## src/design/cache_cfg_pkg.sv

```systemverilog
package cache_cfg_pkg;

    localparam int num_ways       = 2;
    localparam int num_sets       = 16;
    localparam int words_per_line = 4;
    localparam int tag_w          = 24;
    localparam int index_w        = 4;
    localparam int word_sel_w     = 2;

    // byte address split as tag | index | word | byte
    typedef logic [31:0]           addr_t;
    typedef logic [tag_w-1:0]      tag_t;
    typedef logic [index_w-1:0]    index_t;
    typedef logic [word_sel_w-1:0] word_sel_t;
    typedef logic                  way_t;
    typedef logic [31:0]           word_t;
    typedef logic [3:0]            wmask_t;

    typedef enum logic [2:0] {
        idle,
        lookup,
        evict,
        refill,
        replay
    } ctrl_state_t;

endpackage

```

## src/design/dcache_lru.sv

```systemverilog
module dcache_lru (
    input  logic                                   clk,
    input  logic                                   rst,
    input  logic                                   touch,
    input  cache_cfg_pkg::index_t                  touch_index,
    input  cache_cfg_pkg::way_t                    touch_way,
    input  cache_cfg_pkg::index_t                  rd_index,
    input  logic [cache_cfg_pkg::num_ways-1:0]     valid,
    output cache_cfg_pkg::way_t                    victim
);

    // each bit names the way to replace next
    logic [cache_cfg_pkg::num_sets-1:0] lru_q;

    always_ff @(posedge clk) begin
        if (rst) begin
            lru_q <= '0;
        end else if (touch) begin
            lru_q[touch_index] <= ~touch_way;
        end
    end

    // empty ways first, way 0 before way 1
    always_comb begin
        if (!valid[0]) begin
            victim = 1'b0;
        end else if (!valid[1]) begin
            victim = 1'b1;
        end else begin
            victim = lru_q[rd_index];
        end
    end

endmodule

```

## config.mk

```make
export PLATFORM = sky130hd
export DESIGN_NAME = dcache_lru
export DESIGN_NICKNAME = d
export VERILOG_FILES = /design/src/design/cache_cfg_pkg.sv /design/src/design/dcache_lru.sv
export SDC_FILE = /design/constraint.sdc
export NUM_CORES = 1
export LEC_CHECK = 0
export BUFFER_PORTS_ARGS = -buffer_cell sky130_fd_sc_hd__buf_4
export CORE_AREA = 2 2 41 51
export DETAILED_ROUTE_END_ITERATION = 10
export DIE_AREA = 0 0 43 53
export HOLD_SLACK_MARGIN = 0.03
export PLACE_DENSITY = 0.79
export SKIP_CTS_REPAIR_TIMING = 1
export SLEW_MARGIN = 10
export SYNTH_ARGS = -nofsm -noshare
export SYNTH_HDL_FRONTEND = slang
export SYNTH_SLANG_ARGS = --single-unit
```

## constraint.sdc

```tcl
create_clock -name clk -period 1.1 [get_ports clk]
set_input_delay 0.165 -clock clk [delete_from_list [all_inputs] [get_ports clk]]
set_output_delay 0.165 -clock clk [all_outputs]
set_load 0.01 [all_outputs]
```

==> metrics <==
Starting Density 0.445; post-synthesis sequential element count 16; synth warn 0; Max-slew headroom 0.754; Worst EP arrival 1550 ps; clk_lat worst skew about 290 ps; clock sinks 16; Hold Vio Cnt, Final 0; wire length of the first global-routing pass roughly 3000 um; syn_nets approximately 110; max FFs per register 16; CTS tree done; Root Buffer clkbuf_4; layout cells sized above 1 0.288; Leak roughly 0.37 nW; share of the core filled with cells 0.556; Seq/Total Area, Yosys 0.403; Mapped Area slightly below 800 um^2; Top reg by flops lru_q; fillers 180; RePlAce Congestion 0.819; failing checks negative setup slack; syn avg cell area ~8.7 um^2; # DRC 0; P per Cell Area around 1100 nW/um^2; Pwr Total approximately 0.0011 W; antenna viol nets, final 0; clock buffer depth 2; core area around 1800 um^2; fin cells 130; DR vias/cell ~5.7; clk_skew 0 ps; cells along the critical path mux4_2 -> a311oi_2 -> a21boi_1 -> buf_4; # setup viols final 1; Port Buffers 14; Area growth, synth to finish 25.0%; post-route cell area between 900 and 1000 um^2; dpl hpwl around 1400 um; Clk pin slew, worst setup/hold paths 90 ps; DR WL/cell 13.5 um; slew of the pin with the lowest slew margin 364 ps; initial antenna violation count 0; DRT iter0 DRCs 10; Syn Inst Count 91; RSZ-0062 raised after global routing true; Placed Cells 127; total CTS buffers 3; final wirelength approximately 1800 um; Rows 17; WP buf/inv 1; FMAX 584 MHz; largest net degree at the start of global routing 17; max-capacitance violation count 0; CP max stage delay around 470 ps; crit start category flip-flop; IO Count 15; routed via count ~740; outcome finished with violations; DIE AREA 2280 um^2; vias in the first global route around 700; Setup WS post-layout -613 ps; # H-tree levels 1; nets@finish 127; Crit path max-delay family multiplexers; Slew Viols, Final 0; post-route clock period utilization 1.56; Congestion Overflow GR 0; Crit Path Category reg2out; placed cell area 963 um^2; Req. time, crit path ~940 ps; Die X ~43 um; Worst setup EP type primary output; Max FO, Critical Path 2; Hold WC Path Type in2reg; drt first pass iters 4; slowest CP cell mux4_2; Total GRT Usage 0.178; Die Y 53 um; VDD IR max between 0.0005 and 0.0006 V; Yosys cell types 25; biggest regs lru_q (16); dpl ws -339 ps; Tmin final 1710 ps; # diodes 0
logic make-up after synthesis:
logic type      synth area share
mux                        0.113
simple gates               0.250
compound gates             0.203
flops                      0.403
buf+inv                   0.0299
worst reg2reg max path: stages, from the launching register on:
cell,delay [ps]
dfxtp_1,370
nor2_1,60
a211oi_1,240
power breakdown:
group	switching, W	internal, W	total (W)
logic	0.0000828	0.0000834	0.000166
registers	0.00000661	0.000592	0.000598
clock network	0.000181	0.000127	0.000309
total	0.000271	0.000803	0.00107
layout make-up:
class                           instances  area, um^2  share of cell area
Clock buffer                            3        22.5              0.0227
Inverter                                1        3.75             0.00378
Multi-Input combinational cell         69         457               0.460
Sequential cell                        16         322               0.324
Tap cell                               19        23.8              0.0239
Timing Repair Buffer                   22         165               0.166
layout by cell type (no fill, tap or decap), types with 2 or more instances in the layout:
cell	count
a211oi_1	16
buf_4	22
clkbuf_4	3
dfxtp_1	15
mux2i_1	3
nand2_1	2
nand2b_1	2
nand3b_1	2
nor2_1	28
nor3_1	3
cell usage after synthesis, drive strengths merged:
| cell | count | area (um^2) |
|---|---|---|
| or3b | 1 | 11.3 |
| a2bb2oi | 1 | 8.76 |
| mux2i | 3 | 30.0 |
| mux4 | 2 | 48.8 |
| nand3b | 2 | 15.0 |
| mux2 | 1 | 11.3 |
| nand2b | 2 | 12.5 |
| a311oi | 1 | 8.76 |
| nor2 | 28 | 105 |
| a211oi | 16 | 120 |
| a21boi | 1 | 7.51 |
| dfxtp | 16 | 320 |
| o41ai | 1 | 8.76 |
| inv | 1 | 3.75 |
| clkbuf | 3 | 11.3 |
| o211ai | 1 | 7.51 |
| nand3 | 1 | 5.00 |
| nor3 | 4 | 25.0 |
| buf | 2 | 8.75 |
| and2b | 1 | 8.76 |
| nor4b | 1 | 8.76 |
| nand2 | 2 | 7.51 |
routing by layer:
metal / vias up / part of all wire / wire length [um] / track usage
met4: 0 / 0.022 / 39 / 0.106
met3: 5 / 0.036 / 64 / 0.0205
met2: 22 / 0.51 / 888 / 0.303
met1: 331 / 0.43 / 761 / 0.213
met5: - / 0 / 0 / 0
li1: 378 / - / - / -
final timing paths:
path / slack [ps] / endpoint / from / cells past startpoint
setup / recovery: -610 / victim / lru_q[7] / 4
hold reg to reg: 500 / lru_q[1] / lru_q[1] / 2
hold / removal: 160 / lru_q[7] / rst / 2
setup reg to reg: 330 / lru_q[4] / lru_q[4] / 2
stage by stage:
| stage | setup TNS, ps | hold WS [ps] |
|---|---|---|
| CTS | -649 | 164 |
| global placement | -594 | 463 |
| floorplan | -136 | 365 |
| global route | -687 | 172 |
| detailed placement | -885 | 469 |
| finish | -613 | 159 |
No activity file was read; power rests on OpenSTA's default activity.
