<file path="config.mk">
export PLATFORM = sky130hd
export DESIGN_NAME = dcache_refill
export DESIGN_NICKNAME = d
export VERILOG_FILES = /design/src/design/cache_cfg_pkg.sv /design/src/design/mem_bus_pkg.sv /design/src/design/dcache_refill.sv
export SDC_FILE = /design/constraint.sdc
export NUM_CORES = 1
export LEC_CHECK = 0
export BUFFER_PORTS_ARGS = -buffer_cell sky130_fd_sc_hd__clkbuf_2
export CAP_MARGIN = 5
export CORE_MARGIN = 1
export CORE_UTILIZATION = 48
export CTS_BUF_LIST = sky130_fd_sc_hd__clkbuf_8
export CTS_CLUSTER_SIZE = 10
export DETAILED_ROUTE_END_ITERATION = 8
export HOLD_SLACK_MARGIN = 0.06
export PLACE_DENSITY = 0.85
export SYNTH_ARGS = -nofsm -noshare
export SYNTH_HDL_FRONTEND = slang
export SYNTH_SLANG_ARGS = --single-unit
</file>
<file path="constraint.sdc">
create_clock -name clk -period 1.9 [get_ports clk]
set_input_delay 0.095 -clock clk [delete_from_list [all_inputs] [get_ports clk]]
set_output_delay 0.095 -clock clk [all_outputs]
set_load 0.01 [all_outputs]
</file>
<file path="src/design/cache_cfg_pkg.sv">
package cache_cfg_pkg;

    localparam int num_ways       = 2;
    localparam int num_sets       = 16;
    localparam int words_per_line = 4;
    localparam int tag_w          = 24;
    localparam int index_w        = 4;
    localparam int word_sel_w     = 2;

    // byte address split as tag | index | word | byte
    typedef logic [31:0]           addr_t;
    typedef logic [tag_w-1:0]      tag_t;
    typedef logic [index_w-1:0]    index_t;
    typedef logic [word_sel_w-1:0] word_sel_t;
    typedef logic                  way_t;
    typedef logic [31:0]           word_t;
    typedef logic [3:0]            wmask_t;

    typedef enum logic [2:0] {
        idle,
        lookup,
        evict,
        refill,
        replay
    } ctrl_state_t;

endpackage

</file>
<file path="src/design/mem_bus_pkg.sv">
package mem_bus_pkg;

    // byte address >> 4
    typedef logic [27:0]  line_addr_t;
    typedef logic [31:0]  beat_t;

    // word 0 sits in bits 31:0
    typedef logic [127:0] line_t;

    typedef logic [1:0]   beat_cnt_t;

    localparam beat_cnt_t last_beat = 2'd3;

endpackage

</file>
<file path="src/design/dcache_refill.sv">
module dcache_refill (
    input  logic                    clk,
    input  logic                    rst,
    input  logic                    start,
    input  mem_bus_pkg::line_addr_t line_addr,
    output logic                    mem_rd_req,
    output mem_bus_pkg::line_addr_t mem_rd_addr,
    input  logic                    mem_rd_valid,
    input  mem_bus_pkg::beat_t      mem_rd_data,
    output logic                    line_done,
    output mem_bus_pkg::line_t      line
);

    mem_bus_pkg::beat_cnt_t cnt;

    always_ff @(posedge clk) begin
        if (rst) begin
            mem_rd_req <= 1'b0;
            line_done  <= 1'b0;
            cnt        <= '0;
        end else begin
            mem_rd_req <= start;
            line_done  <= mem_rd_valid && (cnt == mem_bus_pkg::last_beat);
            if (start) begin
                cnt <= '0;
            end else if (mem_rd_valid) begin
                cnt <= cnt + 1'b1;
            end
        end
    end

    // beats arrive in word order
    always_ff @(posedge clk) begin
        if (start) begin
            mem_rd_addr <= line_addr;
        end
        for (int w = 0; w < cache_cfg_pkg::words_per_line; w++) begin
            if (mem_rd_valid && (cnt == mem_bus_pkg::beat_cnt_t'(w))) begin
                line[w*32 +: 32] <= mem_rd_data;
            end
        end
    end

endmodule

</file>
==> results.yml <==
timing:
  setup_viol: 0
  tightest_slew_ns: 0.869
  hold_viol: 0
  skew_ns: 0.0118
  fin_setup_tns_ns: 0
  finalWorstSetupSlack_ns: 0.196
  finalMaxSlewViolations: 0
  max_freq_ghz: 0.587
  max-slew-margin-rel: 0.421
  layout_min_cycle_time_ns: 1.70
  fin_crit_sh: 0.897
  rsz0062_at_grt: "no"
clock_network:
  numCtsBuffers: 17
  htreeDepth: 4
  post_cts_buffers: 0
  clk_latency_ns: 0.44
  cts_tree: "yes"
  postCtsHoldBufs: 62
  cts_root_buf: "clkbuf_8"
  cts.reportedPaths.clkPinSlew_ns: 0.09
  clockBufferDepth: 2
  cts_resized: 0
  numClockSinks: 160
worst_setup_path:
  required_ns: 1.96
  cp_top_family: "simple AND/OR/NAND/NOR gates"
  rr_endpoint: "line[81]"
  cpMaxStageDelayCell: "and2_2"
  cp-endpoint: "line[81]"
  r2r_cells: 3
  r2r-start: "cnt[0]"
  cp.buffers_inverters: 1
  path_depth: 3
  cp_max_fo: 32
  rrSetupSlack_ns: 0.20
  critPathArrivalTime_ns: 1.77
  crit_type: "reg2reg"
  end_kind: "flop"
  cp_cell_sequence: "inv_1 -> ha_1 -> and2_2"
  startpoint_type: "flop"
  worstSetupStartpoint: "cnt[0]"
  cpPeakStageDelay_ns: 0.70
die:
  die_w_um: 103
  coreArea_um2: 9860
  die_area_um2: 10600
  initial_core_util: 0.498
  fp.dieH_um: 103
  rows: 36
  design.portCount: 222
placed_design:
  port_buffers: 221
  hpwl_um: 6230
  globalplace.congestion: 0.770
  pre_cts_slack_ns: 0.215
synthesis:
  synth-seq-area-share: 0.970
  ys_seq_elements: 160
  synth_fa_ha_area_frac: 0.0102
  netlist_area_um2: 4910
  avgSynthCellArea_um2: 27.9
  synth_xor_area_frac: 0.00178
  synthMuxAreaShare: 0.00204
  yosysWarnings: 0
  synth_top_family_by_area: "simple AND/OR/NAND/NOR gates"
  post_synth_num_cell_types: 10
  synth_compound_area_frac: 0
  synth_cells: 176
  synth_fp_nets: 244
  synthSimpleGateAreaFrac: 0.0143
global_route:
  grt_antenna_before_repair: 0
  grt_usage: 0.204
  grt_max_degree: 33
  grt_pass1_wl_um: 14800
  grt_overflow_total: 0
  grt_pass1_vias: 2787
run_status:
  outcome: "finished clean"
final_layout:
  fin_nets: 547
  drive_gt1_frac: 0.521
  area_growth_pct: 45.8
  diodes: 0
routing:
  vias: 2875
  wirelength_um: 10600
  drt_first_pass_iters: 4
  postRouteAntennaNets: 0
  drc: 0
  drt_iter0_drc: 43
  vias_per_cell: 4.61
  routedWlPerCell_um: 17.0
pwr:
  power_leakage_nw: 2.91
  p_per_area_nw_per_um2: 925
  peakVddDrop_uv: 528
run:
  cap_violations: 0
hold_path:
  hold_class: "in2reg"
[layout make-up]
cell class              count  area [um2]
clock inverters            14         104
clock buffers              17         234
repair buffers            284        1750
well taps                 133         166
multi-input cells          14         139
flip-flops and latches    160        4760
inverters                   2        7.51
fillers                   585        2700
[through the flow]
stage	total power [mW]	hold WS, ns	utilization	cell area, um2	std cells
after CTS	6.63	0.335	0.726	7160	624
after detailed placement	4.44	0.274	0.629	6200	531
after floorplan	4.21	0.159	-	4910	176
after global placement	4.42	0.272	0.629	6200	531
after global routing	6.82	0.335	0.726	7160	624
final	6.63	0.366	0.726	7160	624
[logic make-up after synthesis]
logic type / Yosys count
DFF: 160
and+or+nand+nor: 8
adders and majority gates: 4
buffers and inverters: 2
xor gates and xnor gates: 1
muxes: 1
[sequential cells by signal, summed over array words and instances (netlist names)]
signal and cells:
mem_rd_addr 28, cnt 2, line 128, line_done 1
mem_rd_req 1
[cells in the mapped netlist]
library cell    n  area share
ha_1            4       0.010
mux2i_1         1      0.0020
edfxtp_1      156        0.95
dfxtp_1         4       0.016
inv_1           2      0.0015
nor2b_1         1      0.0013
nor3_2          2      0.0041
and2_2          4      0.0061
nor2b_4         1      0.0028
xnor2_1         1      0.0018
[placed cells by master, fill, tap and decap left out]
master,n
dfxtp_1,4
nor2b_4,1
buf_12,1
clkinv_4,3
clkinv_1,2
bufinv_16,1
xnor2_1,1
ha_1,4
clkinv_2,5
dlygate4sd3_1,62
inv_1,4
nor3_2,2
clkbuf_2,221
mux2i_1,1
edfxtp_1,156
clkinvlp_4,1
and2_2,4
nor2b_1,1
clkbuf_8,17
[metal layers]
layer / vias to the layer above / wire (um) / share of wire / GRT usage
met5: - / 0 / 0 / 0
met4: 0 / 76 / 0.0072 / 0.0748
met3: 9 / 1030 / 0.097 / 0.0929
met2: 184 / 5650 / 0.53 / 0.359
met1: 1375 / 3870 / 0.36 / 0.213
li1: 1307 / - / - / -
[report_power, final]
group          switching (mW)  internal (mW)
registers              0.0363           4.00
clock network            1.16          0.999
logic                   0.223          0.203
[worst min-delay path by stage]
stage / cells after the start / end / startpoint / slack, ns
6_report: 2 / mem_rd_addr[8] / line_addr[8] / 0.37
5_1_grt: 2 / mem_rd_addr[6] / line_addr[6] / 0.33
3_3_place_gp: 1 / mem_rd_addr[18] / line_addr[18] / 0.27
4_1_cts: 2 / mem_rd_addr[3] / line_addr[3] / 0.34
2_1_floorplan: 1 / line_done / rst / 0.16
3_5_place_dp: 1 / mem_rd_addr[16] / line_addr[16] / 0.27
No activity file was read; power rests on OpenSTA's default activity.
