[src/design/cache_cfg_pkg.sv]
package cache_cfg_pkg;

    localparam int num_ways       = 2;
    localparam int num_sets       = 16;
    localparam int words_per_line = 4;
    localparam int tag_w          = 24;
    localparam int index_w        = 4;
    localparam int word_sel_w     = 2;

    // byte address split as tag | index | word | byte
    typedef logic [31:0]           addr_t;
    typedef logic [tag_w-1:0]      tag_t;
    typedef logic [index_w-1:0]    index_t;
    typedef logic [word_sel_w-1:0] word_sel_t;
    typedef logic                  way_t;
    typedef logic [31:0]           word_t;
    typedef logic [3:0]            wmask_t;

    typedef enum logic [2:0] {
        idle,
        lookup,
        evict,
        refill,
        replay
    } ctrl_state_t;

endpackage

[src/design/mem_bus_pkg.sv]
package mem_bus_pkg;

    // byte address >> 4
    typedef logic [27:0]  line_addr_t;
    typedef logic [31:0]  beat_t;

    // word 0 sits in bits 31:0
    typedef logic [127:0] line_t;

    typedef logic [1:0]   beat_cnt_t;

    localparam beat_cnt_t last_beat = 2'd3;

endpackage

[src/design/dcache_way.sv]
module dcache_way (
    input  logic                  clk,
    input  logic                  rst,
    input  cache_cfg_pkg::index_t rd_index,
    output cache_cfg_pkg::tag_t   tag,
    output logic                  valid,
    output logic                  dirty,
    output mem_bus_pkg::line_t    line,
    input  logic                  wr_en,
    input  cache_cfg_pkg::index_t wr_index,
    input  mem_bus_pkg::line_t    wr_line,
    input  logic [15:0]           wr_byte_en,
    input  cache_cfg_pkg::tag_t   wr_tag,
    input  logic                  set_valid,
    input  logic                  set_dirty
);

    cache_cfg_pkg::tag_t tag_mem [cache_cfg_pkg::num_sets];
    mem_bus_pkg::line_t line_mem [cache_cfg_pkg::num_sets];
    logic [cache_cfg_pkg::num_sets-1:0] valid_q;
    logic [cache_cfg_pkg::num_sets-1:0] dirty_q;

    // refill writes clean, store hit writes dirty
    always_ff @(posedge clk) begin
        if (rst) begin
            valid_q <= '0;
            dirty_q <= '0;
            valid   <= 1'b0;
            dirty   <= 1'b0;
        end else begin
            valid <= valid_q[rd_index];
            dirty <= dirty_q[rd_index];
            if (wr_en) begin
                dirty_q[wr_index] <= set_dirty;
                if (set_valid) begin
                    valid_q[wr_index] <= 1'b1;
                end
            end
        end
    end

    always_ff @(posedge clk) begin
        if (wr_en && set_valid) begin
            tag_mem[wr_index] <= wr_tag;
        end
        for (int b = 0; b < 16; b++) begin
            if (wr_en && wr_byte_en[b]) begin
                line_mem[wr_index][b*8 +: 8] <= wr_line[b*8 +: 8];
            end
        end
        tag  <= tag_mem[rd_index];
        line <= line_mem[rd_index];
    end

endmodule

[config.mk]
export PLATFORM = sky130hd
export DESIGN_NAME = dcache_way
export DESIGN_NICKNAME = d
export VERILOG_FILES = /design/src/design/cache_cfg_pkg.sv /design/src/design/mem_bus_pkg.sv /design/src/design/dcache_way.sv
export SDC_FILE = /design/constraint.sdc
export NUM_CORES = 2
export LEC_CHECK = 0
export BUFFER_PORTS_ARGS = -buffer_cell sky130_fd_sc_hd__buf_2
export CAP_MARGIN = 10
export CORE_ASPECT_RATIO = 0.8
export CORE_UTILIZATION = 35
export DETAILED_ROUTE_END_ITERATION = 10
export PLACE_DENSITY = 0.58
export SYNTH_ARGS = -nofsm -noshare
export SYNTH_HDL_FRONTEND = slang
export SYNTH_SLANG_ARGS = --single-unit
export TNS_END_PERCENT = 10
[constraint.sdc]
create_clock -name clk -period 3 [get_ports clk]
set_clock_uncertainty 0.05 [all_clocks]
set_input_delay 0.15 -clock clk [delete_from_list [all_inputs] [get_ports clk]]
set_output_delay 0.15 -clock clk [all_outputs]
set_load 0.02 [all_outputs]
==> impl_metrics.toml <==
[power_and_ir_drop]
ir_drop_v = 0.000404
swShare_pct = 21.7
p_int_mw = 61.4
power.switching_mw = 17.0
combPwrFrac_pct = 5.4
power_density_nw_per_um2 = 684
seqPwrFrac_pct = 52.1
leakagePower_nw = 36.9
clock_power_share_pct = 42.5
p_total_mw = 78.4

[yosys]
ys_warn_count = 0
synth_fp_nets = 4533
ys_ff_latch = 2618
synth_seq_area_share_pct = 79.1
ys_types = 27
synthesis.area_um2 = 97100
postSynthAreaPerCell_um2 = 22.3
postSynthCellCount = 4352

[placed_design]
gp_congestion = 0.781
dp_slack_ps = 456
placed_area_um2 = 104000
dp_cells = 8247
hpwl_mm = 166
port_buffers = 334

[setup_path]
crit_start = "wr_index[3]"
endpoint_kind = "flip-flop"
worst_r2r_endpoint = "line[124]$_DFF_P_"
worstPathArrival_ps = 2700
crit_type = "in2reg"
r2r_cells = 3
r2r-start = "line_mem[10][124]$_DFFE_PP_"
r2r_slack_ps = 1250
setup.worst_path.start_class = "input pin"
critPathMaxFanout = 14
required_ps = 3520

[floorplanning]
core_um2 = 275000
die_area_um2 = 279000
rows = 172
fp.dieW_um = 591
num_io_pins = 335
die_h_um = 473
initial_core_util_pct = 35.3

[worst_hold_path]
holdPathEnd = "line_mem[12][96]$_DFFE_PP_"
min_path_cells = 2
hold_start = "wr_byte_en[12]"
hold_path.class = "in2reg"

[layout]
final_common_cell = "edfxtp_1"
multi_input_area_um2 = 19300
fin_nets = 5221
fin_area_um2 = 115000
n_fill_cell = 23807
synthToLayoutAreaGrowth_pct = 18.0
layout_common_cells = "2432 x edfxtp_1, 608 x mux4_2, 330 x buf_2, 281 x clkbuf_16, 256 x and2_1"
regArea_um2 = 76800
drive_gt1_share_pct = 29.0
stdcell_count = 8927

[outcome]
status = "finished, final reports clean"

[clock_tree]
cts_buffers = 272
cts_max_path_buffers = 4
cts-root-buf = "clkbuf_16"
cts_tree = "built"
cts_resized = 0
post_cts_buffers = 0
cts_hold_repair.buffers = 173
htreeDepth = 5
clk_pin_slew_worst_paths_ps = 60
clock_latency_ps = 840
cts.sinks = 2618

[sta]
fmax_mhz = 457
final.setup.tns_ps = 0
min_period_over_period_pct = 72.9
setup-violations-final = 0
slew_violations = 0
slew-limit-headroom_pct = 45.3
postLayoutSetupSlackWorst_ps = 813
fin_crit_ps = 2190
rsz0062_at_grt = "no"
hold_viol = 0
worst_slew_pin_slew_ps = 820

[global_routing]
grt_max_degree = 72
grt_pass1_vias = 47997
grt_overflow = 0
grt_pass1_wl_mm = 364
grtUsageTotal_pct = 18.3
antenna_found_initial = 52

[drt]
drt-vias-per-instance = 5.27
final_antenna_net_count = 0
wl_per_cell_um = 28.8
drc = 0
wl_mm = 257
vias = 47021
first_pass_iters = 6
drt_iter0_drc = 5038

[flow_run]
maxCapViolations = 0
## per-stage QoR
stage | utilization, % | hold slack [ps]
final | 41.6 | 44.1
after global routing | 41.6 | 29.7
after CTS | 41.6 | 1.74
after detailed placement | 37.8 | 407
after global placement | 37.8 | 398
after floorplan | - | 199
## critical path, cell delays in order
cell and delay, ps:
dlygate4sd3_1 530, buf_2 200, nand3b_1 480, nor3_2 360
buf_12 250, and2_2 480, buf_12 210
## worst max-delay path by stage
stage / to / slack, ps / cells past startpoint
after floorplan: tag_mem[0][0]$_DFFE_PP_ / 730 / 5
final: tag_mem[4][10]$_DFFE_PP_ / 810 / 7
after detailed placement: line_mem[11][70]$_DFFE_PP_ / 460 / 5
after global routing: tag_mem[4][10]$_DFFE_PP_ / 720 / 7
after CTS: tag_mem[4][10]$_DFFE_PP_ / 830 / 7
after global placement: line_mem[11][65]$_DFFE_PP_ / 510 / 5
## cell usage after synthesis
cell type,n,area (um^2)
edfxtp_1,2432,73000
mux4_2,608,13700
and2_1,274,1710
a22oi_1,254,1910
dfxtp_1,186,3720
nand2_1,143,537
clkbuf_1,133,499
buf_2,50,250
a21oi_1,46,230
nor2_1,43,161
o22ai_1,38,238
mux2i_1,36,360
buf_4,30,225
buf_1,24,90.1
o21ai_0,12,60.1
buf_6,11,124
nor2b_1,6,37.5
nand2b_1,5,31.3
nand3_1,5,25.0
nor2_2,3,18.8
nor3_1,3,15.0
nand3b_1,2,15.0
nand4_1,2,12.5
nand4b_1,2,17.5
or2_2,2,12.5
nor3_4,1,16.3
or3b_1,1,8.76
## power groups by stage
| stage | registers, mW | clock network, mW | logic, mW |
|---|---|---|---|
| after CTS | 40.8 | 33.9 | 4.35 |
| after detailed placement | 41.6 | 0 | 4.12 |
| final | 40.8 | 33.3 | 4.27 |
| after floorplan | 41.7 | 0 | 1.85 |
| after global routing | 40.8 | 35.2 | 4.54 |
| after global placement | 41.6 | 0 | 4.08 |
## routing by layer
layer | track usage [%] | wire [um]
met3 | 4.22 | 22200
met1 | 26.1 | 109000
met5 | 0 | 109
met4 | 5.10 | 6850
met2 | 28.0 | 118000
## area by class of cell
class	count	area share, %
clock inverters	120	1.02
repair buffers	662	4.54
flip-flops and latches	2618	67.0
clock buffers	364	6.55
well taps	3654	3.99
multi-input cells	1486	16.8
diodes	23	0.0503
## sequential cells by signal, summed over array words and instances, names as in the netlist
signal / flops
valid_q: 16
tag_mem: 384
line_mem: 2048
tag: 24
dirty_q: 16
line: 128
valid: 1
dirty: 1
## kinds of logic (layout without fill, tap and decap cells)
kind of cell           after synthesis  in the layout  synth area share (%)
muxes                              644            644                  14.5
and+or+nand+nor                    492            492                  2.70
AOI/OAI and AO/OA                  350            350                  2.51
DFF                               2618           2618                  79.1
other                                0             23                     0
buffers and inverters              248           1146                  1.22
Note: power is estimated with default switching activity, not from simulation.
