[src/design/cache_cfg_pkg.sv]
package cache_cfg_pkg;

    localparam int num_ways       = 2;
    localparam int num_sets       = 16;
    localparam int words_per_line = 4;
    localparam int tag_w          = 24;
    localparam int index_w        = 4;
    localparam int word_sel_w     = 2;

    // byte address split as tag | index | word | byte
    typedef logic [31:0]           addr_t;
    typedef logic [tag_w-1:0]      tag_t;
    typedef logic [index_w-1:0]    index_t;
    typedef logic [word_sel_w-1:0] word_sel_t;
    typedef logic                  way_t;
    typedef logic [31:0]           word_t;
    typedef logic [3:0]            wmask_t;

    typedef enum logic [2:0] {
        idle,
        lookup,
        evict,
        refill,
        replay
    } ctrl_state_t;

endpackage

[src/design/mem_bus_pkg.sv]
package mem_bus_pkg;

    // byte address >> 4
    typedef logic [27:0]  line_addr_t;
    typedef logic [31:0]  beat_t;

    // word 0 sits in bits 31:0
    typedef logic [127:0] line_t;

    typedef logic [1:0]   beat_cnt_t;

    localparam beat_cnt_t last_beat = 2'd3;

endpackage

[src/design/dcache_evict.sv]
module dcache_evict (
    input  logic                    clk,
    input  logic                    rst,
    input  logic                    start,
    input  mem_bus_pkg::line_t      victim_line,
    input  mem_bus_pkg::line_addr_t victim_addr,
    output logic                    mem_wr_valid,
    output cache_cfg_pkg::addr_t    mem_wr_addr,
    output mem_bus_pkg::beat_t      mem_wr_data,
    output logic                    done
);

    mem_bus_pkg::line_t      line_q;
    mem_bus_pkg::line_addr_t addr_q;
    mem_bus_pkg::beat_cnt_t  cnt;
    logic                    active;

    always_ff @(posedge clk) begin
        if (rst) begin
            active <= 1'b0;
            cnt    <= '0;
        end else if (start) begin
            active <= 1'b1;
            cnt    <= '0;
        end else if (active) begin
            cnt <= cnt + 1'b1;
            if (cnt == mem_bus_pkg::last_beat) begin
                active <= 1'b0;
            end
        end
    end

    // victim snapshot, the way may be refilled behind us
    always_ff @(posedge clk) begin
        if (start) begin
            line_q <= victim_line;
            addr_q <= victim_addr;
        end
    end

    assign mem_wr_valid = active;
    assign mem_wr_addr  = {addr_q, cnt, 2'b00};
    assign mem_wr_data  = line_q[cnt*32 +: 32];
    assign done         = active && (cnt == mem_bus_pkg::last_beat);

endmodule

[config.mk]
export PLATFORM = sky130hd
export DESIGN_NAME = dcache_evict
export DESIGN_NICKNAME = d
export VERILOG_FILES = /design/src/design/cache_cfg_pkg.sv /design/src/design/mem_bus_pkg.sv /design/src/design/dcache_evict.sv
export SDC_FILE = /design/constraint.sdc
export NUM_CORES = 1
export LEC_CHECK = 0
export BUFFER_PORTS_ARGS = -buffer_cell sky130_fd_sc_hd__clkbuf_2
export CORE_AREA = 2 2 141 143
export CTS_CLUSTER_SIZE = 20
export DETAILED_ROUTE_END_ITERATION = 6
export DIE_AREA = 0 0 143 145
export GPL_ROUTABILITY_DRIVEN = 0
export GPL_TIMING_DRIVEN = 0
export SYNTH_ARGS = -nofsm -noshare
export SYNTH_HDL_FRONTEND = slang
export SYNTH_SLANG_ARGS = --single-unit
[constraint.sdc]
create_clock -name clk -period 1.4 [get_ports clk]
set_input_delay 0.21 -clock clk [delete_from_list [all_inputs] [get_ports clk]]
set_output_delay 0.21 -clock clk [all_outputs]
set_load 0.03 [all_outputs]
==> flow_metrics.tcl, run 1 <==
set metrics [dict create \
    outcome "aborted with a tool error" \
    failed_stage "clock tree synthesis" \
    error "[ERROR RSZ-0060] Max buffer count reached." \
    synthFlopType "edfxtp_1" \
    cts-root-buf "clkbuf_16" \
    fp-row-count 51 \
    io_pins 225 \
    synth_top_area_frac 0.829 \
    synth-async-reset-ratio 0 \
    io_buffers 222 \
    die_h_microns 145 \
    synth_top_area_cell "edfxtp_1" \
    clockBufferDepth 2 \
    post_cts_resized 78 \
    start_util 0.294 \
    yosys_warnings 0 \
    synth_edf_count 156 \
    htree_levels 4 \
    syn_area_per_cell_sq_um 26.8 \
    synth_seq_area_share 0.840 \
    ys_top_cells_by_area "edfxtp_1, mux4_2, mux4_1" \
    synthCells 211 \
    cts_setup_buffers 2 \
    synth.most_common_cell "edfxtp_1" \
    yosysUniqueCellTypes 18 \
    pre_cts_slack_ns -0.436 \
    die_width_microns 143 \
    synth_commonest_cells "edfxtp_1, mux4_2" \
    clkSinkCount 159 \
    dp_hpwl_microns 8270 \
    ctsHoldBuffers 148 \
    ys_seq_elements 159 \
    numCtsBuffers 17 \
    synth_area_sq_um 5650 \
]
cell families after synthesis:
family / Yosys count / share of synthesized area
mux: 33 / 0.131
flops: 159 / 0.840
xor+xnor: 1 / 0.00155
compound gates: 1 / 0.000885
fa+ha+maj: 1 / 0.00221
other cells: 1 / 0.000664
buf+inv: 11 / 0.0193
simple gates: 4 / 0.00399
stage by stage:
stage,cells,instance area [sq um]
3_5_place_dp,700,7140
3_3_place_gp,699,7100
2_1_floorplan,212,5660
==> run 2, diff against run 1 <==
--- a/config.mk
+++ b/config.mk
@@ -6,12 +6,12 @@
 export NUM_CORES = 1
 export LEC_CHECK = 0
 export BUFFER_PORTS_ARGS = -buffer_cell sky130_fd_sc_hd__clkbuf_2
-export CORE_AREA = 2 2 141 143
-export CTS_CLUSTER_SIZE = 20
+export CORE_AREA = 2 2 172 174
 export DETAILED_ROUTE_END_ITERATION = 6
-export DIE_AREA = 0 0 143 145
+export DIE_AREA = 0 0 174 176
 export GPL_ROUTABILITY_DRIVEN = 0
 export GPL_TIMING_DRIVEN = 0
+export PLACE_DENSITY_LB_ADDON = 0.15
 export SYNTH_ARGS = -nofsm -noshare
 export SYNTH_HDL_FRONTEND = slang
 export SYNTH_SLANG_ARGS = --single-unit
==> flow_metrics.tcl, run 2 <==
set metrics [dict create \
    cts_tree "done" \
    die-area_sq_um 30600 \
    setup_violations 33 \
    cp-end-kind "output pin" \
    layout-drive-gt1-share 0.484 \
    synth-async-reset-ratio 0 \
    post_drt_wl_per_cell_microns 14.0 \
    grt_pass1_wl_microns 21900 \
    cp.required_ns 1.19 \
    core_area_sq_um 28500 \
    hp-class "input port to flip-flop" \
    max_freq_mhz 499 \
    slew_viol_final 0 \
    fp-row-count 62 \
    peakVddDrop_v 0.000695 \
    htree_levels 4 \
    synth_edf_count 156 \
    reg2reg_from "cnt[0]" \
    die_width_microns 174 \
    holdCritStartpoint "start" \
    ys_seq_elements 159 \
    ys_top_cells_by_area "edfxtp_1, mux4_2, mux4_1" \
    hold_ws_ns 0.346 \
    clkSinkCount 159 \
    cp_max_fo 8 \
    critPathBufInv 3 \
    fin_skew_ns 0.000132 \
    antenna_cells 0 \
    cts-root-buf "clkbuf_16" \
    outcome "complete, but fails checks" \
    grt_pass1_vias 4237 \
    failed_checks "negative setup slack" \
    p_leak_nw 3.88 \
    synthFlopType "edfxtp_1" \
    reg.largest.list "line_q (128), addr_q (28), cnt (2)" \
    start_kind "flip-flop" \
    antenna_found_initial 0 \
    top_register "line_q" \
    area_growth_pct 76.4 \
    fin_tns_setup_ns -18.74 \
    max_slew_margin 0.631 \
    die_h_microns 176 \
    cp_slowest_cell "mux4_2" \
    cp.depth 4 \
    crit_type "flip-flop to output pin" \
    synth_seq_area_share 0.840 \
    insertion_delay_ns 0.41 \
    drt_iter0_markers 145 \
    cp.arrival_ns 1.80 \
    numCtsBuffers 17 \
    num-fill-cells 2796 \
    startpoint "cnt[0]" \
    vias 3639 \
    synth.most_common_cell "edfxtp_1" \
    synth_top_area_frac 0.829 \
    grt.total_usage 0.0954 \
    pre_cts_slack_ns -0.566 \
    drc 0 \
    first_pass_iters 4 \
    yosys_warnings 0 \
    io_buffers 222 \
    grt_overflow_total 0 \
    final_common_cell "clkbuf_2" \
    cpLargestDelayFamily "multiplexers" \
    cp_slowest_stage_delay_ns 0.52 \
    synthCells 211 \
    routed_wirelength_microns 14200 \
    synth_top_area_cell "edfxtp_1" \
    syn_area_per_cell_sq_um 26.8 \
    finalHoldViolations 0 \
    holdPathStages 1 \
    crit_chain "buf_12 -> clkbuf_16 -> mux4_2 -> buf_8" \
    fin_crit_sh 1.43 \
    final_util 0.349 \
    clk_pin_slew_ns 0.06 \
    rsz0062_at_grt "yes" \
    io_pins 225 \
    dp_hpwl_microns 9330 \
    yosysUniqueCellTypes 18 \
    final_cells 1014 \
    layout.nets 778 \
    timing.final.ws_setup_ns -0.606 \
    synth_area_sq_um 5650 \
    synth_commonest_cells "edfxtp_1, mux4_2" \
    maxCapViolCount 0 \
    layout_common_cells "clkbuf_2, dlygate4sd3_1, edfxtp_1" \
    start_util 0.198 \
    via_per_inst 3.59 \
    ant_nets 0 \
    period_needed_ns 2.01 \
    tightest_slew_ns 0.553 \
    grt_start_max_net_pins 96 \
    placedCellCount 819 \
    clockBufferDepth 2 \
    ff2ff_path_depth 5 \
    largest_reg_flops 128 \
    cellPowerDensity_nw_per_um2 1240 \
]
## run 2: kinds of logic after synthesis
logic type	count (synthesis)	share of synthesized area
flops	159	0.840
mux	33	0.131
fa+ha+maj	1	0.00221
simple gates	4	0.00399
compound gates	1	0.000885
buf+inv	11	0.0193
other cells	1	0.000664
xor+xnor	1	0.00155
## run 2: path summary, 6_finish.rpt
kind	slack (ns)	to
worst max-delay path	-0.61	mem_wr_data[10]
worst min-delay path	0.35	addr_q[3]
worst max register to register	0.27	cnt[0]
worst min register to register	0.56	mem_wr_valid
## run 2: metal layers
layer	vias up	GRT usage	wire length, microns
met4	0	0.0382	178
met1	1784	0.102	5580
met2	133	0.170	7540
met3	10	0.0360	922
li1	1712	-	-
met5	-	0	0
## run 2: stage by stage
step	cell area, sq um	total power, mW
6_report	9960	12.3
4_1_cts	9860	12.5
2_1_floorplan	5660	6.39
5_1_grt	9960	12.9
3_3_place_gp	7250	6.94
3_5_place_dp	7290	6.96
## run 2: final cells by class
class	count	area, sq um	area share
flip-flops and latches	159	4750	0.477
inverters	1	3.75	0.000377
clock buffers	17	425	0.0427
repair buffers	387	3150	0.316
multi-input cells	42	802	0.0805
plain buffers	10	158	0.0158
clock inverters	14	191	0.0192
well taps	384	480	0.0482
## run 2: report_power, final
part           internal [mW]  switching, mW
clock                   2.98           1.90
combinational          0.950          0.769
sequential              5.64         0.0940
## run 2: timing repair
| action | in CTS | in global routing |
|---|---|---|
| cloned | 1 | 2 |
| buffers inserted | 4 | 0 |
| gates resized for setup | 83 | 32 |
| hold endpoints to repair | 159 | 0 |
| hold buffers | 157 | 0 |
| endpoints found under the setup margin | 34 | 33 |
Power figures use the tool's default switching activity.
