[src/design/cache_cfg_pkg.sv]
package cache_cfg_pkg;

    localparam int num_ways       = 2;
    localparam int num_sets       = 16;
    localparam int words_per_line = 4;
    localparam int tag_w          = 24;
    localparam int index_w        = 4;
    localparam int word_sel_w     = 2;

    // byte address split as tag | index | word | byte
    typedef logic [31:0]           addr_t;
    typedef logic [tag_w-1:0]      tag_t;
    typedef logic [index_w-1:0]    index_t;
    typedef logic [word_sel_w-1:0] word_sel_t;
    typedef logic                  way_t;
    typedef logic [31:0]           word_t;
    typedef logic [3:0]            wmask_t;

    typedef enum logic [2:0] {
        idle,
        lookup,
        evict,
        refill,
        replay
    } ctrl_state_t;

endpackage

[src/design/mem_bus_pkg.sv]
package mem_bus_pkg;

    // byte address >> 4
    typedef logic [27:0]  line_addr_t;
    typedef logic [31:0]  beat_t;

    // word 0 sits in bits 31:0
    typedef logic [127:0] line_t;

    typedef logic [1:0]   beat_cnt_t;

    localparam beat_cnt_t last_beat = 2'd3;

endpackage

[src/design/dcache_ctrl.sv]
module dcache_ctrl (
    input  logic                                          clk,
    input  logic                                          rst,
    input  logic                                          ld_req,
    input  cache_cfg_pkg::addr_t                          ld_addr,
    output logic                                          ld_ready,
    output logic                                          ld_valid,
    output cache_cfg_pkg::word_t                          ld_data,
    input  logic                                          st_req,
    input  cache_cfg_pkg::addr_t                          st_addr,
    input  cache_cfg_pkg::word_t                          st_data,
    input  cache_cfg_pkg::wmask_t                         st_mask,
    output logic                                          st_ready,
    output logic                                          st_done,
    output cache_cfg_pkg::index_t                         rd_index,
    input  cache_cfg_pkg::tag_t [cache_cfg_pkg::num_ways-1:0] way_tag,
    input  logic [cache_cfg_pkg::num_ways-1:0]            way_valid,
    input  logic [cache_cfg_pkg::num_ways-1:0]            way_dirty,
    input  mem_bus_pkg::line_t [cache_cfg_pkg::num_ways-1:0]  way_line,
    output logic [cache_cfg_pkg::num_ways-1:0]            wr_en,
    output cache_cfg_pkg::index_t                         wr_index,
    output mem_bus_pkg::line_t                            wr_line,
    output logic [15:0]                                   wr_word_mask,
    output cache_cfg_pkg::tag_t                           wr_tag,
    output logic                                          set_valid,
    output logic                                          set_dirty,
    output logic                                          lru_touch,
    output cache_cfg_pkg::way_t                           lru_way,
    input  cache_cfg_pkg::way_t                           victim,
    output logic                                          refill_start,
    output mem_bus_pkg::line_addr_t                       refill_addr,
    input  logic                                          refill_done,
    input  mem_bus_pkg::line_t                            refill_line,
    output logic                                          evict_start,
    output mem_bus_pkg::line_t                            evict_line,
    output mem_bus_pkg::line_addr_t                       evict_addr,
    input  logic                                          evict_done
);

    cache_cfg_pkg::ctrl_state_t state;
    logic                       req_st;
    cache_cfg_pkg::addr_t       req_addr;
    cache_cfg_pkg::word_t       req_data;
    cache_cfg_pkg::wmask_t      req_mask;
    cache_cfg_pkg::way_t        victim_q;
    cache_cfg_pkg::tag_t        req_tag;
    cache_cfg_pkg::index_t      req_index;
    cache_cfg_pkg::word_sel_t   req_word;
    logic [cache_cfg_pkg::num_ways-1:0] hit_vec;
    logic                       hit;
    cache_cfg_pkg::way_t        hit_way;
    mem_bus_pkg::line_t         hit_line;
    logic                       ld_acc;
    logic                       st_acc;
    logic                       in_lookup;
    logic                       victim_dirty;

    assign req_tag   = req_addr[31:8];
    assign req_index = req_addr[7:4];
    assign req_word  = req_addr[3:2];

    // loads win; hold off while a response is out
    assign ld_ready = (state == cache_cfg_pkg::idle) && !ld_valid && !st_done;
    assign st_ready = ld_ready && !ld_req;
    assign ld_acc   = ld_req && ld_ready;
    assign st_acc   = st_req && st_ready;

    // arrays see the incoming address while idle
    assign rd_index = (state != cache_cfg_pkg::idle) ? req_index :
                      ld_req ? ld_addr[7:4] : st_addr[7:4];

    always_comb begin
        for (int w = 0; w < cache_cfg_pkg::num_ways; w++) begin
            hit_vec[w] = way_valid[w] && (way_tag[w] == req_tag);
        end
    end

    assign in_lookup    = state == cache_cfg_pkg::lookup;
    assign hit          = |hit_vec;
    assign hit_way      = hit_vec[1];
    assign hit_line     = way_line[hit_way];
    assign victim_dirty = way_valid[victim] && way_dirty[victim];

    always_comb begin
        wr_en        = '0;
        wr_line      = {cache_cfg_pkg::words_per_line{req_data}};
        wr_word_mask = {12'b0, req_mask} << (4 * req_word);
        set_valid    = 1'b0;
        set_dirty    = 1'b1;
        lru_touch    = 1'b0;
        lru_way      = hit_way;
        if (in_lookup && hit) begin
            wr_en[hit_way] = req_st;
            lru_touch      = 1'b1;
        end else if (state == cache_cfg_pkg::refill && refill_done) begin
            // fresh line lands clean
            wr_en[victim_q] = 1'b1;
            wr_line         = refill_line;
            wr_word_mask    = '1;
            set_valid       = 1'b1;
            set_dirty       = 1'b0;
            lru_touch       = 1'b1;
            lru_way         = victim_q;
        end
    end

    assign wr_index = req_index;
    assign wr_tag   = req_tag;

    assign evict_start  = in_lookup && !hit && victim_dirty;
    assign evict_line   = way_line[victim];
    assign evict_addr   = {way_tag[victim], req_index};
    assign refill_start = (in_lookup && !hit && !victim_dirty) ||
                          (state == cache_cfg_pkg::evict && evict_done);
    assign refill_addr  = {req_tag, req_index};

    always_ff @(posedge clk) begin
        if (rst) begin
            state    <= cache_cfg_pkg::idle;
            ld_valid <= 1'b0;
            st_done  <= 1'b0;
        end else begin
            ld_valid <= in_lookup && hit && !req_st;
            st_done  <= in_lookup && hit && req_st;
            case (state)
                cache_cfg_pkg::idle: begin
                    if (ld_acc || st_acc) begin
                        state <= cache_cfg_pkg::lookup;
                    end
                end
                cache_cfg_pkg::lookup: begin
                    if (hit) begin
                        state <= cache_cfg_pkg::idle;
                    end else if (victim_dirty) begin
                        state <= cache_cfg_pkg::evict;
                    end else begin
                        state <= cache_cfg_pkg::refill;
                    end
                end
                cache_cfg_pkg::evict: begin
                    if (evict_done) begin
                        state <= cache_cfg_pkg::refill;
                    end
                end
                cache_cfg_pkg::refill: begin
                    if (refill_done) begin
                        state <= cache_cfg_pkg::replay;
                    end
                end
                // one cycle for the arrays to show the new line
                cache_cfg_pkg::replay: state <= cache_cfg_pkg::lookup;
                default: state <= cache_cfg_pkg::idle;
            endcase
        end
    end

    always_ff @(posedge clk) begin
        if (ld_acc || st_acc) begin
            req_st   <= !ld_acc;
            req_addr <= ld_acc ? ld_addr : st_addr;
            req_data <= st_data;
            req_mask <= st_mask;
        end
        if (in_lookup && !hit) begin
            victim_q <= victim;
        end
        if (in_lookup) begin
            ld_data <= hit_line[req_word*32 +: 32];
        end
    end

endmodule

[config.mk]
export PLATFORM = sky130hd
export DESIGN_NAME = dcache_ctrl
export DESIGN_NICKNAME = d
export VERILOG_FILES = /design/src/design/cache_cfg_pkg.sv /design/src/design/mem_bus_pkg.sv /design/src/design/dcache_ctrl.sv
export SDC_FILE = /design/constraint.sdc
export NUM_CORES = 1
export LEC_CHECK = 0
export BUFFER_PORTS_ARGS = -buffer_cell sky130_fd_sc_hd__buf_4
export CORE_AREA = 2 2 366 368
export DETAILED_ROUTE_END_ITERATION = 12
export DIE_AREA = 0 0 368 370
export GPL_ROUTABILITY_DRIVEN = 0
export HOLD_SLACK_MARGIN = 0.05
export PLACE_DENSITY = 0.3
export SLEW_MARGIN = 5
export SYNTH_ARGS = -nofsm -noshare
export SYNTH_HDL_FRONTEND = slang
export SYNTH_SLANG_ARGS = --single-unit
[constraint.sdc]
create_clock -name clk -period 11.2 [get_ports clk]
set_input_delay 1.12 -clock clk [delete_from_list [all_inputs] [get_ports clk]]
set_output_delay 1.12 -clock clk [all_outputs]
set_load 0.03 [all_outputs]
==> flow_metrics.py, run 1 <==
metrics = {
    "outcome": {
        "status": "finished clean",
    },
    "grt": {
        "grt_pass1_vias": 13205,
        "track_usage_pct": 13.2,
        "grt_pass1_wl_mm": 122,
        "antenna_found_initial": 14,
        "grt_max_degree": 131,
        "grt_remaining_overflow": 0,
    },
    "synth": {
        "synth_top_family_by_area": "multiplexers",
        "postSynthCellCount": 1199,
        "synth_edf_count": 100,
        "synth_seq_cells": 105,
        "syn_area_sq_um": 10300,
        "synthFlopType": "edfxtp_1",
        "muxShareOfSynthArea_pct": 20.3,
        "ys_seq_area_share_pct": 30.2,
        "synth_compound_area_share_pct": 19.5,
        "synth.avg_cell_area_sq_um": 8.57,
        "synth_xor_area_share_pct": 4.09,
        "synthTopCellsByArea": "edfxtp_1, mux2_2, a41o_1",
        "synth.most_common_cell": "nand2_1",
        "synth-simple-area-share_pct": 16.8,
        "ys_warn_count": 0,
        "synth_top_area_share_pct": 29.2,
        "ys_types": 34,
        "yosys.area.top_type": "edfxtp_1",
        "synth_fa_ha_area_share_pct": 0,
        "synth_common_cells": "nand2_1, mux2_2, a21oi_1, a41o_1, edfxtp_1",
        "synth_nets": 1742,
        "synth-async-reset-ratio_pct": 0,
    },
    "floorplan": {
        "ios": 947,
        "num_rows": 134,
        "core_area_sq_um": 132000,
        "die_w_um": 368,
        "start_util_pct": 7.76,
        "dieArea_sq_um": 136000,
        "die_y_um": 370,
    },
    "setup_path": {
        "timing.rr.end": "ld_data[28]",
        "crit_top_cell": "buf_4",
        "crit_path_cell_trace": "buf_4 -> xnor2_1 -> nand4_1 -> nor4_4 -> buf_12 -> nand2_4 -> buf_4 -> o21ai_0 -> buf_4",
        "rrSetupSlack_ns": 6.93,
        "worst-path-buf-inv": 4,
        "cp_max_fo": 130,
        "critical-path-max-stage-delay_ns": 0.62,
        "crit_arrival_ns": 4.19,
        "critPathKind": "input pin to output port",
        "rr_worst_depth": 8,
        "startpoint_type": "input pin",
        "reg2reg_from": "req_addr[10]",
        "cp.required_ns": 10.08,
        "critical-path-top-delay-family": "buffers and inverters",
        "crit_slowest_cell": "xnor2_1",
        "end_kind": "output port",
    },
    "route": {
        "vias": 12939,
        "drtAntennaViolNets": 0,
        "dr.pass1.iters": 5,
        "drt_iter0_drc": 607,
        "wl_per_cell_um": 25.0,
        "drc_errors": 0,
        "wl_mm": 94.5,
        "vias_per_cell": 3.43,
    },
    "sta": {
        "slew_violations": 0,
        "finalCriticalPeriod_ns": 5.31,
        "rsz0062_at_grt": "no",
        "finalCritPeriodShare_pct": 47.4,
        "slew_headroom_pct": 26.7,
        "max_freq_mhz": 188,
        "worst_slew_pin_slew_ns": 1.10,
        "finalSetupViolCount": 0,
        "tns_ns": 0,
        "fin_skew_ns": 0.0242,
        "setup_slack_ns": 5.89,
        "hold_viol_final": 0,
    },
    "pwr": {
        "powerDensity_nw_per_um2": 201,
        "p_leak_nw": 8.47,
        "worst_ir_drop_vdd_uv": 73.9,
        "finalPower_w": 0.00385,
    },
    "clocking": {
        "clkSinkCount": 105,
        "clk_pin_slew_worst_paths_ns": 0.11,
        "cts_tree": "built",
        "root_buffer": "clkbuf_16",
        "htreeDepth": 3,
        "post_cts_buffers": 0,
        "cts_buffers": 9,
        "cts_repair_resize_count": 0,
        "clk_latency_ns": 0.46,
        "cts_buffer_depth": 2,
        "cts-hold-fix-buffers": 0,
    },
    "placement": {
        "port_buffers": 942,
        "post-place-ws_ns": 5.49,
        "dp_hpwl_mm": 77.8,
        "dpl.cell_count": 3754,
    },
    "finish": {
        "final_util_pct": 14.5,
        "syn_to_final_growth_pct": 86.5,
        "multi_input_area_sq_um": 6290,
        "fin_cells": 3772,
        "seqCellArea_sq_um": 3100,
        "nets": 2540,
        "layout-drive-gt1-share_pct": 58.5,
        "nFillCells": 15293,
    },
    "hold_path": {
        "hold_path_depth": 1,
        "holdPathEnd": "ld_valid",
        "hp-start": "req_st",
        "hp-class": "flip-flop to flip-flop",
    },
    "flow_run": {
        "cap_violations": 0,
    },
}
[area by class of cell]
| cell class | instances | area share, % |
|---|---|---|
| antenna | 2 | 0.0261 |
| clock buffer | 9 | 1.18 |
| clock inverter | 7 | 0.437 |
| inverter | 4 | 0.0979 |
| multi-input combinational | 918 | 32.8 |
| sequential | 105 | 16.2 |
| tap | 1768 | 11.5 |
| timing repair buffer | 959 | 37.7 |
[state kept, by name, summed over array words and instances (netlist names)]
register and flops:
victim_q 1, st_done 1, ld_data 32, req_addr 30, req_data 32, state 3, req_mask 4, ld_valid 1
req_st 1
[report_power, final]
part	switching [W]	internal (W)
clock	0.000238	0.000163
combinational	0.00178	0.000904
sequential	0.000134	0.000633
[through the flow]
step                      area [sq um]  hold slack, ns
after floorplan                  10300           0.455
after global placement           18900           0.617
after detailed placement         18900           0.607
after CTS                        19200           0.620
after global routing             19200           0.637
final                            19200           0.607
[metal layers]
metal  global-route usage [%]  wire length [um]
met4                     2.72              1460
met5                        0                66
met2                     23.6             48500
met1                     15.5             38400
met3                     3.66              6040
[kinds of logic (layout without fill, tap and decap cells)]
family,Yosys count,count (layout)
other cells,0,2
xor+xnor,48,48
mux,186,186
compound gates,271,271
flops,105,105
simple gates,413,413
buf+inv,176,979
[cell usage in the layout, fill, tap and decap left out, drive strengths merged]
cell type  Yosys  layout
clkbuf        85       9
nor3           4       4
a21oi        133     133
inv            3       9
or3            1       1
mux2i          4       4
clkinv         1       2
xor2           1       1
nor2          11      11
xnor2         47      47
nor4          35      35
buf           87     959
mux2         182     182
o22ai          1       1
diode          0       2
nor3b          3       3
nand2        336     336
and2           1       1
a22oi          2       2
edfxtp       100     100
nand4         10      10
a31oi          2       2
nor2b          4       4
dfxtp          5       5
a41o         128     128
o21ai          5       5
nand2b         3       3
or2            1       1
nand3          3       3
nand3b         1       1
[worst max path at each step]
| stage | start | end | slack (ns) | depth (start not counted) |
|---|---|---|---|---|
| 3_3_place_gp | way_tag[26] | wr_en[1] | 5.55 | 9 |
| 5_1_grt | way_tag[26] | wr_en[1] | 5.47 | 9 |
| 4_1_cts | way_tag[26] | lru_way | 5.49 | 9 |
| 2_1_floorplan | state[1] | wr_en[0] | 6.04 | 4 |
| 6_report | way_tag[26] | lru_way | 5.89 | 9 |
| 3_5_place_dp | way_tag[26] | lru_way | 5.49 | 9 |
Power figures use the tool's default switching activity.
==> run 2: changes to the inputs <==
- CORE_AREA: 2 2 366 368 -> 2 2 364 366
- DIE_AREA: 0 0 368 370 -> 0 0 366 368
- clock period: 11.2 -> 5.1 ns (I/O delays scaled with it)
==> run 2 against run 1 <==
Sequential share of layout area hardly changed. Flip-flop and latch count stayed put. Total power increased by 120%. Wire length fell by 0.36%. Global-route usage grew 0.17 points. Non-clock buffer count down 1. Largest cell class unchanged. Clock skew grew 0.0030 ns. Register-to-register slack lost 5.5 ns. First-iteration DRC count rose by 26%. Core utilization up 0.22 points. Combinational power grew 120%.
==> flow_metrics.py, run 2 (same netlist as run 1, synthesis figures left out) <==
metrics = {
    "outcome": {
        "status": "finished clean",
    },
    "pwr": {
        "internal_power_w": 0.00376,
        "p_leak_nw": 8.48,
        "p_sw_w": 0.00469,
        "p_sw_share_pct": 55.5,
        "seqPwrFrac_pct": 19.2,
        "powerDensity_nw_per_um2": 440,
        "finalPower_w": 0.00845,
        "worst_ir_drop_vdd_uv": 210,
        "pwr-share-clk_pct": 10.2,
        "p_comb_share_pct": 70.6,
    },
    "grt": {
        "grt_max_degree": 130,
        "antenna_found_initial": 13,
        "grt_pass1_vias": 13525,
        "track_usage_pct": 13.3,
        "grt_remaining_overflow": 0,
        "grt_pass1_wl_mm": 123,
    },
    "setup_path": {
        "rrSetupSlack_ns": 1.45,
        "reg2reg_from": "req_addr[22]",
        "end_kind": "output port",
        "crit_arrival_ns": 3.77,
        "crit_slowest_cell": "a22oi_1",
        "critical-path-max-stage-delay_ns": 0.49,
        "timing.rr.end": "ld_data[13]",
        "startpoint_type": "flip-flop",
        "crit_path_cell_trace": "xnor2_1 -> nand4_1 -> nor4_4 -> buf_12 -> a22oi_1 -> nand2b_1 -> o22ai_1 -> buf_4",
        "critPathKind": "flip-flop to output port",
        "cp.required_ns": 4.59,
        "cp_max_fo": 130,
        "rr_worst_depth": 7,
    },
    "route": {
        "wl_per_cell_um": 25.0,
        "drc_errors": 0,
        "vias": 12940,
        "wl_mm": 94.1,
        "dr.pass1.iters": 5,
        "drtAntennaViolNets": 0,
        "drt_iter0_drc": 766,
        "vias_per_cell": 3.44,
    },
    "floorplan": {
        "die_w_um": 366,
        "core_area_sq_um": 131000,
        "num_rows": 133,
        "ios": 947,
        "dieArea_sq_um": 135000,
        "start_util_pct": 7.86,
        "die_y_um": 368,
    },
    "hold_path": {
        "hp-start": "st_data[15]",
        "hold_path_depth": 1,
        "holdPathEnd": "req_data[15]",
        "hp-class": "input pin to flip-flop",
    },
    "sta": {
        "tns_ns": 0,
        "finalCriticalPeriod_ns": 4.28,
        "worst_slew_pin_slew_ns": 1.14,
        "slew_violations": 0,
        "slew_headroom_pct": 23.9,
        "setup_slack_ns": 0.818,
        "hold_viol_final": 0,
        "fin_skew_ns": 0.0273,
        "rsz0062_at_grt": "no",
        "finalCritPeriodShare_pct": 84.0,
        "max_freq_mhz": 234,
        "finalSetupViolCount": 0,
    },
    "finish": {
        "nets": 2539,
        "final_common_cell": "buf_4",
        "most-common-layout-cells": "buf_4, nand2_1, mux2_2",
        "syn_to_final_growth_pct": 87.0,
        "largestRegisters": "ld_data x32, req_data x32, req_addr x30",
        "layout-drive-gt1-share_pct": 58.5,
    },
    "clocking": {
        "cts_buffer_depth": 2,
        "clkSinkCount": 105,
        "cts_buffers": 9,
        "clk_pin_slew_worst_paths_ns": 0.11,
        "root_buffer": "clkbuf_16",
        "clk_latency_ns": 0.43,
        "post_cts_buffers": 0,
        "cts-hold-fix-buffers": 0,
        "htreeDepth": 3,
        "cts_tree": "built",
        "cts_repair_resize_count": 0,
    },
    "placement": {
        "post-place-ws_ns": 1.08,
        "port_buffers": 942,
        "dp_hpwl_mm": 77.1,
    },
    "flow_run": {
        "cap_violations": 0,
    },
}
run 2: changes by cell type in the layout (fill, tap and decap cells not counted), sizes merged:
| cell | change |
|---|---|
| diode | +3 |
| clkinv | +2 |
| inv | -2 |
| buf | -1 |
run 2: critical path: cells and delay by family, from the launching register on:
| family | cells | cell delay (ns) |
|---|---|---|
| AO/OA/AOI/OAI | 2 | 0.68 |
| XOR/XNOR | 1 | 0.42 |
| buffers and inverters | 2 | 0.70 |
| flip-flops | 1 | 0.47 |
| AND/OR/NAND/NOR | 3 | 1.06 |
run 2: how the worst max path moves through the flow:
stage                      start  cells past startpoint  slack (ns)        to
finish              req_addr[15]                      8        0.82  wr_en[0]
floorplan               state[1]                      4        0.55  wr_en[0]
global placement     way_tag[31]                      9        1.07  wr_en[0]
global route        req_addr[15]                      8        0.62  wr_en[0]
detailed placement   way_tag[31]                      9        1.08  wr_en[0]
CTS                 req_addr[15]                      8        0.68  wr_en[0]
run 2: per-stage QoR:
step	instances	util (%)	hold WS (ns)	cell area (sq um)
6_report	3761	14.7	0.251	19200
5_1_grt	3756	14.7	0.197	19200
4_1_cts	3756	14.7	0.195	19200
3_5_place_dp	3740	14.4	0.491	18900
3_3_place_gp	3740	14.4	0.503	18900
2_1_floorplan	1199	-	0.455	10300
run 2: layer usage:
layer  wire (um)  up-vias  share of wire [%]  global-route usage [%]
met3        6720       51                7.1                    3.87
li1            -     5976                  -                       -
met2       47300      570                 50                    23.7
met4        1490        6                1.6                    2.56
met5          40        -              0.042                       0
met1       38600     6337                 41                    15.9
run 2: final cells by class:
class | count | area (sq um)
clock inverters | 7 | 86.3
flip-flops and latches | 105 | 3100
clock buffers | 9 | 225
well taps | 1755 | 2200
multi-input cells | 918 | 6290
diodes | 5 | 12.5
inverters | 4 | 18.8
fillers | 15186 | 112000
repair buffers | 958 | 7280
run 2: power by group through the flow:
stage          sequential, W  clock (W)  combinational (W)
2_1_floorplan        0.00175          0            0.00321
6_report             0.00162   0.000859            0.00596
4_1_cts              0.00164   0.000936            0.00611
3_3_place_gp         0.00166          0            0.00613
5_1_grt              0.00167   0.000949            0.00630
3_5_place_dp         0.00166          0            0.00609
